**config.mk**
```make
export PLATFORM = sky130hd
export DESIGN_NAME = avl_tx_req_top
export DESIGN_NICKNAME = d
export VERILOG_FILES = /design/src/avl_tx_req_pkg.sv /design/src/avl_tx_req_fsm.sv /design/src/avl_tx_wr_segmenter.sv /design/src/avl_tx_rd_segmenter.sv /design/src/avl_tx_pending_rd.sv /design/src/avl_tx_hdr_builder.sv /design/src/avl_tx_req_top.sv
export VERILOG_INCLUDE_DIRS = /design/src
export SDC_FILE = /design/constraint.sdc
export NUM_CORES = 1
export LEC_CHECK = 0
export ABC_AREA = 1
export ABC_CLOCK_PERIOD_IN_PS = 3500
export BUFFER_PORTS_ARGS = -buffer_cell sky130_fd_sc_hd__buf_2
export CAP_MARGIN = 20
export CORE_ASPECT_RATIO = 0.75
export CORE_MARGIN = 5
export CORE_UTILIZATION = 58
export CTS_BUF_LIST = sky130_fd_sc_hd__clkbuf_8
export CTS_CLUSTER_SIZE = 8
export DETAILED_ROUTE_END_ITERATION = 10
export GPL_ROUTABILITY_DRIVEN = 0
export MAX_ROUTING_LAYER = met4
export PLACE_DENSITY = 0.85
export REMOVE_ABC_BUFFERS = 1
export SKIP_CTS_REPAIR_TIMING = 1
export SLEW_MARGIN = 40
export SYNTH_ARGS = -nofsm -noshare
export SYNTH_HDL_FRONTEND = slang
export SYNTH_SLANG_ARGS = --single-unit
```
**constraint.sdc**
```tcl
create_clock -name AvlClk_i -period 3.5 [get_ports AvlClk_i]
set_input_delay 0.175 -clock AvlClk_i [delete_from_list [all_inputs] [get_ports AvlClk_i]]
set_output_delay 0.175 -clock AvlClk_i [all_outputs]
set_load 0.01 [all_outputs]
```
**src/avl_tx_req_macros.svh**
```systemverilog
`ifndef AVL_TX_REQ_MACROS_SVH
`define AVL_TX_REQ_MACROS_SVH

// avalon byte address width
`define AVL_ADDR_W 32

// one avalon beat carries 16 bytes
`define BEAT_BYTES 16

// requests must not cross this boundary
`define PAGE_BYTES 4096

// fifo levels up to which a new request may be queued
`define CMD_FIFO_OK_LVL 8
`define WRDAT_FIFO_OK_LVL 32

// read tracking limits
`define MAX_OUTSTANDING_RD 8
`define PNDRD_DEPTH 16

// interrupt lines from the avalon side
`define RXM_IRQ_NUM 4

`endif

```
**src/avl_tx_req_pkg.sv**
```systemverilog
`default_nettype none

`include "avl_tx_req_macros.svh"

package avl_tx_req_pkg;

  typedef logic [`AVL_ADDR_W-1:0] avl_addr_t;
  typedef logic [5:0]             burst_cnt_t;   // avalon burst count in beats
  typedef logic [9:0]             byte_cnt_t;    // segment or remaining read bytes
  typedef logic [12:0]            page_bytes_t;  // 1..4096 bytes to the boundary
  typedef logic [8:0]             dw_len_t;      // tlp length field
  typedef logic [3:0]             tag_t;
  typedef logic [63:0]            msi_addr_t;

  // request fsm
  typedef enum logic [3:0] {
    TX_IDLE,
    TX_WR_BURST,
    TX_WR_HOLD,
    TX_WR_PIPE,
    TX_WR_HDR,
    TX_RD_WAIT,
    TX_RD_HDR,
    TX_RD_PIPE,
    TX_MSI
  } tx_state_e;

  // pending read head tracking
  typedef enum logic [1:0] {
    PR_IDLE,
    PR_LATCH,
    PR_CHECK
  } pndrd_state_e;

endpackage

`default_nettype wire

```
**src/avl_tx_req_fsm.sv**
```systemverilog
`timescale 1ns/1ps
`default_nettype none

`include "avl_tx_req_macros.svh"

module avl_tx_req_fsm
  import avl_tx_req_pkg::*;
(
  input  wire                     AvlClk_i,
  input  wire                     Rstn_i,
  input  wire                     tx_chip_select_i,
  input  wire                     tx_read_i,
  input  wire                     tx_write_i,
  input  wire  [3:0]              cmd_fifo_used_w_i,
  input  wire  [5:0]              wr_dat_fifo_used_w_i,
  input  wire                     master_enable_i,
  input  wire                     msi_en_i,
  input  wire  [`RXM_IRQ_NUM-1:0] irq_lines_i,
  input  wire                     wr_seg_end_i,
  input  wire                     wr_burst_done_i,
  input  wire                     rd_last_seg_i,
  input  wire                     rd_slot_free_i,
  output logic                    tx_wait_request_o,
  output logic                    sm_idle_o,
  output logic                    wr_beat_o,
  output logic                    wr_dat_fifo_eop_o,
  output logic                    wr_hdr_o,
  output logic                    rd_hdr_o,
  output logic                    rd_accept_o,
  output logic                    msi_hdr_o,
  output logic                    cmd_fifo_busy_o
);

  tx_state_e state;
  tx_state_e state_nxt;
  logic      cmd_ok;
  logic      wrdat_ok;
  logic      irq_any;
  logic      irq_q;
  logic      msi_pend;
  logic      wr_go;
  logic      rd_go;

  assign cmd_ok   = (cmd_fifo_used_w_i <= `CMD_FIFO_OK_LVL);
  assign wrdat_ok = (wr_dat_fifo_used_w_i <= `WRDAT_FIFO_OK_LVL);
  assign irq_any  = |irq_lines_i;

  // a pending msi holds off any new avalon command
  assign wr_go = master_enable_i & ~msi_pend & tx_chip_select_i & tx_write_i & cmd_ok & wrdat_ok;
  assign rd_go = master_enable_i & ~msi_pend & tx_chip_select_i & tx_read_i & ~tx_write_i &
                 rd_slot_free_i;

  always_ff @(posedge AvlClk_i or negedge Rstn_i)
  begin
    if (!Rstn_i)
    begin
      irq_q    <= 1'b0;
      msi_pend <= 1'b0;
    end
    else
    begin
      irq_q <= irq_any;
      if (irq_any & ~irq_q & msi_en_i)  // rising edge, msi on
        msi_pend <= 1'b1;
      else if (state == TX_MSI)
        msi_pend <= 1'b0;
    end
  end

  always_ff @(posedge AvlClk_i or negedge Rstn_i)
  begin
    if (!Rstn_i)
      state <= TX_IDLE;
    else
      state <= state_nxt;
  end

  always_comb
  begin
    state_nxt = state;
    case (state)
      TX_IDLE:
        if (msi_pend & cmd_ok & master_enable_i)
          state_nxt = TX_MSI;
        else if (wr_go)
          state_nxt = TX_WR_BURST;
        else if (rd_go)
          state_nxt = TX_RD_WAIT;
      TX_WR_BURST:
        if (wr_seg_end_i)
          state_nxt = TX_WR_PIPE;
        else if (!wrdat_ok)
          state_nxt = TX_WR_HOLD;  // data fifo filling up
      TX_WR_HOLD:
        if (wrdat_ok)
          state_nxt = TX_WR_BURST;
      TX_WR_PIPE:
        if (cmd_ok)
          state_nxt = TX_WR_HDR;
      TX_WR_HDR:
        state_nxt = wr_burst_done_i ? TX_IDLE : TX_WR_BURST;
      TX_RD_WAIT:
        if (cmd_ok)
          state_nxt = TX_RD_HDR;
      TX_RD_HDR:
        state_nxt = rd_last_seg_i ? TX_IDLE : TX_RD_PIPE;
      TX_RD_PIPE:
        state_nxt = TX_RD_WAIT;  // split select settles here
      TX_MSI:
        state_nxt = TX_IDLE;
      default:
        state_nxt = TX_IDLE;
    endcase
  end

  assign sm_idle_o   = (state == TX_IDLE);
  assign rd_accept_o = sm_idle_o & ~(msi_pend & cmd_ok & master_enable_i) & ~wr_go & rd_go;
  assign wr_beat_o   = (state == TX_WR_BURST) & tx_chip_select_i & tx_write_i;
  assign wr_dat_fifo_eop_o = wr_beat_o & wr_seg_end_i;
  assign wr_hdr_o    = (state == TX_WR_HDR);
  assign rd_hdr_o    = (state == TX_RD_HDR);
  assign msi_hdr_o   = (state == TX_MSI);

  assign tx_wait_request_o = ~((state == TX_WR_BURST) | rd_accept_o);

  assign cmd_fifo_busy_o = (state == TX_WR_BURST) | (state == TX_WR_HOLD) |
                           (state == TX_WR_PIPE) | (state == TX_WR_HDR) |
                           (state == TX_RD_WAIT) | msi_pend;

endmodule

`default_nettype wire

```
**src/avl_tx_wr_segmenter.sv**
```systemverilog
`timescale 1ns/1ps
`default_nettype none

`include "avl_tx_req_macros.svh"

module avl_tx_wr_segmenter
  import avl_tx_req_pkg::*;
(
  input  wire        AvlClk_i,
  input  wire        Rstn_i,
  input  wire        sm_idle_i,
  input  wire        wr_beat_i,
  input  wire        wr_hdr_i,
  input  avl_addr_t  tx_address_i,
  input  burst_cnt_t tx_burst_count_i,
  input  wire  [2:0] max_payload_code_i,
  output logic       wr_seg_end_o,
  output logic       wr_burst_done_o,
  output avl_addr_t  seg_addr_o,
  output dw_len_t    seg_len_o
);

  avl_addr_t  beat_addr;  // address of the next beat
  burst_cnt_t beats_left;
  byte_cnt_t  seg_bytes;
  byte_cnt_t  max_payload;

  // 128 bytes, anything larger is capped at 256
  assign max_payload = (max_payload_code_i == 3'b000) ? byte_cnt_t'(128) : byte_cnt_t'(256);

  always_ff @(posedge AvlClk_i or negedge Rstn_i)
  begin
    if (!Rstn_i)
    begin
      beat_addr  <= '0;
      seg_addr_o <= '0;
      beats_left <= '0;
      seg_bytes  <= '0;
    end
    else if (sm_idle_i)
    begin
      beat_addr  <= {tx_address_i[`AVL_ADDR_W-1:4], 4'h0};
      seg_addr_o <= {tx_address_i[`AVL_ADDR_W-1:4], 4'h0};
      beats_left <= tx_burst_count_i;
      seg_bytes  <= '0;
    end
    else if (wr_beat_i)
    begin
      beat_addr  <= beat_addr + avl_addr_t'(`BEAT_BYTES);
      beats_left <= beats_left - 1'b1;
      seg_bytes  <= seg_bytes + byte_cnt_t'(`BEAT_BYTES);
    end
    else if (wr_hdr_i)
    begin
      seg_addr_o <= beat_addr;  // next segment starts here
      seg_bytes  <= '0;
    end
  end

  assign wr_seg_end_o = wr_beat_i &
                        ((beats_left == burst_cnt_t'(1)) |
                         (beat_addr[11:0] == 12'(`PAGE_BYTES - `BEAT_BYTES)) |
                         (seg_bytes == max_payload - byte_cnt_t'(`BEAT_BYTES)));

  assign wr_burst_done_o = (beats_left == '0);
  assign seg_len_o       = {1'b0, seg_bytes[9:2]};  // bytes to dws

endmodule

`default_nettype wire

```
**src/avl_tx_rd_segmenter.sv**
```systemverilog
`timescale 1ns/1ps
`default_nettype none

`include "avl_tx_req_macros.svh"

module avl_tx_rd_segmenter
  import avl_tx_req_pkg::*;
(
  input  wire        AvlClk_i,
  input  wire        Rstn_i,
  input  wire        sm_idle_i,
  input  wire        rd_hdr_i,
  input  avl_addr_t  tx_address_i,
  input  burst_cnt_t tx_burst_count_i,
  input  wire  [2:0] max_rd_code_i,
  output logic       rd_last_seg_o,
  output avl_addr_t  rd_addr_o,
  output dw_len_t    rd_len_o
);

  localparam logic [1:0] SEL_MAX    = 2'd0;
  localparam logic [1:0] SEL_REMAIN = 2'd1;
  localparam logic [1:0] SEL_PAGE   = 2'd2;

  byte_cnt_t   remain;
  byte_cnt_t   max_rd;
  page_bytes_t to_page;
  logic [1:0]  sel;
  logic [1:0]  sel_q;
  byte_cnt_t   rd_size;

  always_comb
  begin
    case (max_rd_code_i)
      3'b000:  max_rd = byte_cnt_t'(128);
      3'b001:  max_rd = byte_cnt_t'(256);
      default: max_rd = byte_cnt_t'(512);
    endcase
  end

  assign to_page = page_bytes_t'(`PAGE_BYTES) - {1'b0, rd_addr_o[11:0]};

  // smallest of remaining, page and max read size
  always_comb
  begin
    if ((remain <= max_rd) && (remain <= to_page))
      sel = SEL_REMAIN;
    else if ((to_page <= max_rd) && (remain > to_page))
      sel = SEL_PAGE;
    else
      sel = SEL_MAX;
  end

  always_comb
  begin
    case (sel_q)
      SEL_REMAIN: rd_size = remain;
      SEL_PAGE:   rd_size = byte_cnt_t'(to_page);  // at most 512 here
      default:    rd_size = max_rd;
    endcase
  end

  always_ff @(posedge AvlClk_i or negedge Rstn_i)
  begin
    if (!Rstn_i)
    begin
      rd_addr_o <= '0;
      remain    <= '0;
      sel_q     <= SEL_MAX;
    end
    else
    begin
      sel_q <= sel;  // registered for timing, RD_PIPE covers the delay
      if (sm_idle_i)
      begin
        rd_addr_o <= {tx_address_i[`AVL_ADDR_W-1:4], 4'h0};
        remain    <= byte_cnt_t'(tx_burst_count_i * `BEAT_BYTES);
      end
      else if (rd_hdr_i)
      begin
        rd_addr_o <= rd_addr_o + avl_addr_t'(rd_size);
        remain    <= remain - rd_size;
      end
    end
  end

  assign rd_last_seg_o = (sel_q == SEL_REMAIN);
  assign rd_len_o      = {1'b0, rd_size[9:2]};

endmodule

`default_nettype wire

```
**src/avl_tx_pending_rd.sv**
```systemverilog
`timescale 1ns/1ps
`default_nettype none

`include "avl_tx_req_macros.svh"

module avl_tx_pending_rd
  import avl_tx_req_pkg::*;
(
  input  wire        AvlClk_i,
  input  wire        Rstn_i,
  input  wire        rd_accept_i,
  input  burst_cnt_t tx_burst_count_i,
  input  wire        txs_read_data_valid_i,
  output logic       rd_slot_free_o
);

  localparam int PTR_W = $clog2(`PNDRD_DEPTH);
  localparam int CNT_W = $clog2(`MAX_OUTSTANDING_RD + 1);

  burst_cnt_t   mem [`PNDRD_DEPTH];
  logic [PTR_W:0] wr_ptr;
  logic [PTR_W:0] rd_ptr;
  logic         empty;
  pndrd_state_e state;
  pndrd_state_e state_nxt;
  burst_cnt_t   head_q;     // burst count of the oldest read
  burst_cnt_t   beat_cnt;
  logic         head_done;
  logic [CNT_W-1:0] rd_cnt;

  assign empty     = (wr_ptr == rd_ptr);
  assign head_done = (state == PR_CHECK) && (beat_cnt == head_q);

  always_ff @(posedge AvlClk_i)
  begin
    if (rd_accept_i)
      mem[wr_ptr[PTR_W-1:0]] <= tx_burst_count_i;
    if (state == PR_LATCH)
      head_q <= mem[rd_ptr[PTR_W-1:0]];
  end

  always_ff @(posedge AvlClk_i or negedge Rstn_i)
  begin
    if (!Rstn_i)
    begin
      wr_ptr <= '0;
      rd_ptr <= '0;
      state  <= PR_IDLE;
    end
    else
    begin
      state <= state_nxt;
      if (rd_accept_i)
        wr_ptr <= wr_ptr + 1'b1;
      if (state == PR_LATCH)
        rd_ptr <= rd_ptr + 1'b1;  // pop as the head is latched
    end
  end

  always_comb
  begin
    state_nxt = state;
    case (state)
      PR_IDLE:
        if (!empty)
          state_nxt = PR_LATCH;
      PR_LATCH:
        state_nxt = PR_CHECK;
      PR_CHECK:
        if (head_done)
          state_nxt = empty ? PR_IDLE : PR_LATCH;
      default:
        state_nxt = PR_IDLE;
    endcase
  end

  // a beat in the completing cycle belongs to the next read
  always_ff @(posedge AvlClk_i or negedge Rstn_i)
  begin
    if (!Rstn_i)
      beat_cnt <= '0;
    else if (head_done)
      beat_cnt <= burst_cnt_t'(txs_read_data_valid_i);
    else if (txs_read_data_valid_i)
      beat_cnt <= beat_cnt + 1'b1;
  end

  always_ff @(posedge AvlClk_i or negedge Rstn_i)
  begin
    if (!Rstn_i)
      rd_cnt <= '0;
    else
    begin
      case ({rd_accept_i, head_done})
        2'b10:   rd_cnt <= rd_cnt + 1'b1;
        2'b01:   rd_cnt <= rd_cnt - 1'b1;
        default: rd_cnt <= rd_cnt;  // none or both
      endcase
    end
  end

  assign rd_slot_free_o = (rd_cnt < CNT_W'(`MAX_OUTSTANDING_RD));

endmodule

`default_nettype wire

```
**src/avl_tx_hdr_builder.sv**
```systemverilog
`timescale 1ns/1ps
`default_nettype none

`include "avl_tx_req_macros.svh"

module avl_tx_hdr_builder
  import avl_tx_req_pkg::*;
(
  input  wire       AvlClk_i,
  input  wire       Rstn_i,
  input  wire       wr_hdr_i,
  input  wire       rd_hdr_i,
  input  wire       msi_hdr_i,
  input  wire       rd_last_seg_i,
  input  avl_addr_t seg_addr_i,
  input  dw_len_t   seg_len_i,
  input  avl_addr_t rd_addr_i,
  input  dw_len_t   rd_len_i,
  input  msi_addr_t msi_addr_i,
  output logic      tx_req_wr_o,
  output logic      hdr_is_wr_o,
  output logic      hdr_is_rd_o,
  output logic      hdr_is_msi_o,
  output logic      hdr_is_64_o,
  output msi_addr_t hdr_addr_o,
  output dw_len_t   hdr_len_o,
  output tag_t      hdr_tag_o,
  output logic      hdr_last_rd_o
);

  tag_t tag_q;

  always_ff @(posedge AvlClk_i or negedge Rstn_i)
  begin
    if (!Rstn_i)
      tag_q <= '0;
    else if (rd_hdr_i)
      tag_q <= tag_q + 1'b1;  // wraps at 16
  end

  always_comb
  begin
    if (msi_hdr_i)
    begin
      hdr_addr_o = msi_addr_i;
      hdr_len_o  = dw_len_t'(1);
    end
    else if (wr_hdr_i)
    begin
      hdr_addr_o = {{(64-`AVL_ADDR_W){1'b0}}, seg_addr_i};
      hdr_len_o  = seg_len_i;
    end
    else
    begin
      hdr_addr_o = {{(64-`AVL_ADDR_W){1'b0}}, rd_addr_i};
      hdr_len_o  = rd_len_i;
    end
  end

  assign tx_req_wr_o   = wr_hdr_i | rd_hdr_i | msi_hdr_i;
  assign hdr_is_wr_o   = wr_hdr_i;   // msi is flagged on its own
  assign hdr_is_rd_o   = rd_hdr_i;
  assign hdr_is_msi_o  = msi_hdr_i;
  assign hdr_is_64_o   = msi_hdr_i & (|msi_addr_i[63:32]);
  assign hdr_tag_o     = tag_q;
  assign hdr_last_rd_o = rd_hdr_i & rd_last_seg_i;

endmodule

`default_nettype wire

```
**src/avl_tx_req_top.sv**
```systemverilog
`timescale 1ns/1ps
`default_nettype none

`include "avl_tx_req_macros.svh"

module avl_tx_req_top
  import avl_tx_req_pkg::*;
(
  input  wire                     AvlClk_i,
  input  wire                     Rstn_i,
  input  wire                     tx_chip_select_i,
  input  wire                     tx_read_i,
  input  wire                     tx_write_i,
  input  burst_cnt_t              tx_burst_count_i,
  input  avl_addr_t               tx_address_i,
  output logic                    tx_wait_request_o,
  input  wire  [3:0]              cmd_fifo_used_w_i,
  input  wire  [5:0]              wr_dat_fifo_used_w_i,
  output logic                    wr_dat_fifo_wr_req_o,
  output logic                    wr_dat_fifo_eop_o,
  output logic                    cmd_fifo_busy_o,
  input  wire  [31:0]             dev_csr_i,
  input  wire                     master_enable_i,
  input  wire  [15:0]             msi_csr_i,
  input  msi_addr_t               msi_addr_i,
  input  wire  [31:0]             pcie_irq_ena_i,
  input  wire  [`RXM_IRQ_NUM-1:0] rxm_irq_i,
  input  wire                     txs_read_data_valid_i,
  output logic                    tx_req_wr_o,
  output logic                    hdr_is_wr_o,
  output logic                    hdr_is_rd_o,
  output logic                    hdr_is_msi_o,
  output logic                    hdr_is_64_o,
  output msi_addr_t               hdr_addr_o,
  output dw_len_t                 hdr_len_o,
  output tag_t                    hdr_tag_o,
  output logic                    hdr_last_rd_o
);

  logic      sm_idle;
  logic      wr_beat;
  logic      wr_hdr;
  logic      rd_hdr;
  logic      rd_accept;
  logic      msi_hdr;
  logic      wr_seg_end;
  logic      wr_burst_done;
  logic      rd_last_seg;
  logic      rd_slot_free;
  avl_addr_t seg_addr;
  dw_len_t   seg_len;
  avl_addr_t rd_addr;
  dw_len_t   rd_len;

  assign wr_dat_fifo_wr_req_o = wr_beat;  // every accepted beat goes to the data fifo

  avl_tx_req_fsm u_fsm (
    .AvlClk_i             (AvlClk_i),
    .Rstn_i               (Rstn_i),
    .tx_chip_select_i     (tx_chip_select_i),
    .tx_read_i            (tx_read_i),
    .tx_write_i           (tx_write_i),
    .cmd_fifo_used_w_i    (cmd_fifo_used_w_i),
    .wr_dat_fifo_used_w_i (wr_dat_fifo_used_w_i),
    .master_enable_i      (master_enable_i),
    .msi_en_i             (msi_csr_i[0]),
    .irq_lines_i          (rxm_irq_i & pcie_irq_ena_i[`RXM_IRQ_NUM-1:0]),
    .wr_seg_end_i         (wr_seg_end),
    .wr_burst_done_i      (wr_burst_done),
    .rd_last_seg_i        (rd_last_seg),
    .rd_slot_free_i       (rd_slot_free),
    .tx_wait_request_o    (tx_wait_request_o),
    .sm_idle_o            (sm_idle),
    .wr_beat_o            (wr_beat),
    .wr_dat_fifo_eop_o    (wr_dat_fifo_eop_o),
    .wr_hdr_o             (wr_hdr),
    .rd_hdr_o             (rd_hdr),
    .rd_accept_o          (rd_accept),
    .msi_hdr_o            (msi_hdr),
    .cmd_fifo_busy_o      (cmd_fifo_busy_o)
  );

  avl_tx_wr_segmenter u_wr_seg (
    .AvlClk_i           (AvlClk_i),
    .Rstn_i             (Rstn_i),
    .sm_idle_i          (sm_idle),
    .wr_beat_i          (wr_beat),
    .wr_hdr_i           (wr_hdr),
    .tx_address_i       (tx_address_i),
    .tx_burst_count_i   (tx_burst_count_i),
    .max_payload_code_i (dev_csr_i[7:5]),   // max payload size field
    .wr_seg_end_o       (wr_seg_end),
    .wr_burst_done_o    (wr_burst_done),
    .seg_addr_o         (seg_addr),
    .seg_len_o          (seg_len)
  );

  avl_tx_rd_segmenter u_rd_seg (
    .AvlClk_i         (AvlClk_i),
    .Rstn_i           (Rstn_i),
    .sm_idle_i        (sm_idle),
    .rd_hdr_i         (rd_hdr),
    .tx_address_i     (tx_address_i),
    .tx_burst_count_i (tx_burst_count_i),
    .max_rd_code_i    (dev_csr_i[14:12]),  // max read request size field
    .rd_last_seg_o    (rd_last_seg),
    .rd_addr_o        (rd_addr),
    .rd_len_o         (rd_len)
  );

  avl_tx_pending_rd u_pend_rd (
    .AvlClk_i              (AvlClk_i),
    .Rstn_i                (Rstn_i),
    .rd_accept_i           (rd_accept),
    .tx_burst_count_i      (tx_burst_count_i),
    .txs_read_data_valid_i (txs_read_data_valid_i),
    .rd_slot_free_o        (rd_slot_free)
  );

  avl_tx_hdr_builder u_hdr (
    .AvlClk_i      (AvlClk_i),
    .Rstn_i        (Rstn_i),
    .wr_hdr_i      (wr_hdr),
    .rd_hdr_i      (rd_hdr),
    .msi_hdr_i     (msi_hdr),
    .rd_last_seg_i (rd_last_seg),
    .seg_addr_i    (seg_addr),
    .seg_len_i     (seg_len),
    .rd_addr_i     (rd_addr),
    .rd_len_i      (rd_len),
    .msi_addr_i    (msi_addr_i),
    .tx_req_wr_o   (tx_req_wr_o),
    .hdr_is_wr_o   (hdr_is_wr_o),
    .hdr_is_rd_o   (hdr_is_rd_o),
    .hdr_is_msi_o  (hdr_is_msi_o),
    .hdr_is_64_o   (hdr_is_64_o),
    .hdr_addr_o    (hdr_addr_o),
    .hdr_len_o     (hdr_len_o),
    .hdr_tag_o     (hdr_tag_o),
    .hdr_last_rd_o (hdr_last_rd_o)
  );

endmodule

`default_nettype wire

```
==> reports/qor.yml <==
die_h_um: 149
clock_power_share_pct: 16.6
peakVddDrop_mv: 0.506
final_hold_viol_count: 3
whs_endpoint: "u_rd_seg.rd_addr_o[23]"
p_leak_nw: 8.31
place_hpwl_mm: 30.9
worst-r2r-cell-count: 19
drtAntennaViolNets: 0
synth_area_leaders: "dfrtp_1 24%, edfxtp_1 21%, nand2_1 10%, nor2_1 6.5%, inv_1 5.6%"
cts_buffer_depth: 3
cp.arrival_ns: 3.85
crit_path_max_incr_delay_ns: 0.44
cts_tree: "yes"
instances_no_fill: 2487
cts_buffers: 42
synth_top_area_share_pct: 24.3
critPathKind: "register to register"
required_ns: 4.00
viasPerCell: 5.81
ios: 290
finalClockSkew_ns: 0.0384
maxCapViolCount: 0
fin_total_pwr_mw: 15.0
track_usage_pct: 29.1
cp-start-kind: "register"
io_buffer_count: 215
rrSetupSlack_ns: 0.15
path_common_cell: "nand2_1"
htreeDepth: 2
fin_area_um2: 17500
drv_slew: 0
cp_cell_sequence: "inv_1, ha_2, nand3_2, nor3_4, xor2_2, o22ai_1, nand2_1, inv_1, ha_1, nand2_1, nor2_1, nand2_1, nand2_1, nand2_1, nand2_4, buf_4, a21oi_1, nand3b_1, a21oi_1"
insertion_delay_ns: 0.58
timing.rr.start: "u_rd_seg.rd_addr_o[1]"
start_util_pct: 59.4
place_area_um2: 16300
crit_fanout: 14
drc: 0
fin_nets: 2378
synth_area_um2: 14900
synthTopCellsByCount: "415 x nand2_1, 257 x nor2_1, 224 x inv_1, 145 x dfrtp_1, 135 x o21ai_0"
crit-reg2reg-capture: "u_rd_seg.rd_addr_o[15]"
hp-class: "input port to register"
hp-start: "tx_address_i[23]"
cts.sinks: 247
synth_cell_types: 56
tightest_slew_ns: 0.741
rows: 50
p_int_mw: 7.79
post_drt_wl_per_cell_um: 17.3
max_freq_ghz: 0.298
dp_cells: 2380
tns_ns: 0
drt_iter0_markers: 1779
grt_pass1_wl_mm: 67.9
synth.area.mux_share_pct: 0.670
p_comb_share_pct: 53.1
whs_ns: -0.00587
swShare_pct: 48.1
ys_seq_area_share_pct: 44.8
fin_crit_sh_pct: 95.8
p_per_area_nw_per_um2: 860
synth_compound_area_share_pct: 14.1
period_needed_ns: 3.35
antenna_found_initial: 0
drt_pass1_iterations: 9
grt_max_degree: 88
violations: "hold timing"
synth_top_cell_by_area: "dfrtp_1"
synth_top_family_by_area: "simple AND/OR/NAND/NOR gates"
setup_violations: 0
dieArea_um2: 29100
status: "finished, violations left"
worstHoldPathCells: 5
seqPwrFrac_pct: 30.3
synthAdderAreaFrac_pct: 4.93
vias: 14400
syn_area_per_cell_um2: 7.96
clockRootBuffer: "clkbuf_8"
synthXorXnorAreaFrac_pct: 2.52
syn_inst: 1876
grt_pass1_vias: 13400
ys_async_sr_fraction_pct: 58.7
maxSlewHeadroom_pct: 50.6
yosysWarningCount: 0
end_kind: "register"
cp_slowest_cell: "dfrtp_1"
synth-edff-count: 102
post-synth-top-count-cell: "nand2_1"
wirelength_mm: 43.1
core_area_um2: 25100
overflow: 0
die_x_um: 195
power.switching_mw: 7.23
ys_seq_elements: 247
synth-simple-area-share_pct: 24.8
clk_pin_slew_ns: 0.07
drive_gt1_share_pct: 16.3
synthFlopType: "dfrtp_1"
antenna_cells: 0
syn_to_final_growth_pct: 16.9
layout by cell type, fill, tap and decap left out, types with 17 or more instances in the layout:
master / count
a21oi_1: 57
a31oi_1: 53
buf_2: 214
buf_4: 24
clkbuf_8: 49
dfrtp_1: 145
dlygate4sd3_1: 27
edfxtp_1: 102
ha_1: 52
inv_1: 241
nand2_1: 414
nand3_1: 87
nand4_1: 30
nor2_1: 256
nor3_1: 18
o211ai_1: 26
o21ai_0: 134
o22ai_1: 17
xor2_1: 28
state kept, by name, summed over array words and instances (netlist names):
name,flops
u_fsm.irq_q,1
u_rd_seg.remain,10
u_fsm.state,4
u_pend_rd.rd_ptr,5
u_rd_seg.rd_addr_o,32
u_pend_rd.head_q,6
u_fsm.msi_pend,1
u_wr_seg.beat_addr,28
u_wr_seg.seg_bytes,6
u_pend_rd.mem,96
u_wr_seg.beats_left,6
u_rd_seg.sel_q,2
u_wr_seg.seg_addr_o,29
u_pend_rd.state,2
u_pend_rd.beat_cnt,6
u_pend_rd.wr_ptr,5
u_pend_rd.rd_cnt,4
u_hdr.hdr_tag_o,4
layout make-up:
cell class,instances,area (um2)
clock buffer,48,661
clock inverter,27,131
fill,1941,7690
inverter,232,877
multi-input combinational,1327,7100
sequential,247,6690
tap,338,423
timing repair buffer,268,1580
power groups by stage:
stage	clock network, mW	registers, mW	logic [mW]
global route	2.65	4.63	8.83
CTS	2.51	4.50	7.67
detailed placement	0	4.55	7.62
global placement	0	4.51	7.32
finish	2.49	4.55	7.99
floorplan	0	4.45	5.17
kinds of logic (layout without fill, tap and decap cells):
| logic type | Yosys count | in the layout |
|---|---|---|
| AOI/OAI and AO/OA | 352 | 353 |
| xor gates and xnor gates | 43 | 43 |
| adders and majority gates | 57 | 57 |
| buffers and inverters | 303 | 575 |
| DFF | 247 | 247 |
| muxes | 10 | 10 |
| other | 1 | 1 |
| and+or+nand+nor | 863 | 863 |
stage by stage:
| stage | setup WS, ns | utilization (%) |
|---|---|---|
| after floorplan | 0.458 | - |
| after global placement | 0.222 | 64.8 |
| after detailed placement | 0.0571 | 64.8 |
| after CTS | 0.0558 | 67.9 |
| after global routing | -0.0637 | 69.4 |
| final | 0.148 | 69.4 |
layer usage:
layer,vias to the layer above,routed length [um],GRT usage (%)
met5,-,0,-
met4,0,1170,7.89
met3,115,4390,5.19
met2,834,19600,45.1
met1,6701,17900,40.1
li1,6788,-,-
worst max-delay path: cells and delay by family, from the launching register on:
kind,cells,cell delay [ns]
xor gates and xnor gates,1,0.21
DFF,1,0.44
and+or+nand+nor,10,1.43
adders and majority gates,2,0.58
AOI/OAI and AO/OA,3,0.30
buffers and inverters,3,0.34
worst max path at each step:
stage               cells past startpoint             startpoint  slack, ns                      to
global placement                       18  u_rd_seg.rd_addr_o[1]       0.22  u_rd_seg.rd_addr_o[30]
global route                           21  u_rd_seg.rd_addr_o[1]      -0.06  u_rd_seg.rd_addr_o[31]
floorplan                              19  u_rd_seg.rd_addr_o[0]       0.46  u_rd_seg.rd_addr_o[26]
detailed placement                     20  u_rd_seg.rd_addr_o[1]       0.06  u_rd_seg.rd_addr_o[19]
CTS                                    20  u_rd_seg.rd_addr_o[1]       0.06  u_rd_seg.rd_addr_o[19]
finish                                 19  u_rd_seg.rd_addr_o[1]       0.15  u_rd_seg.rd_addr_o[15]
Power figures use the tool's default switching activity.
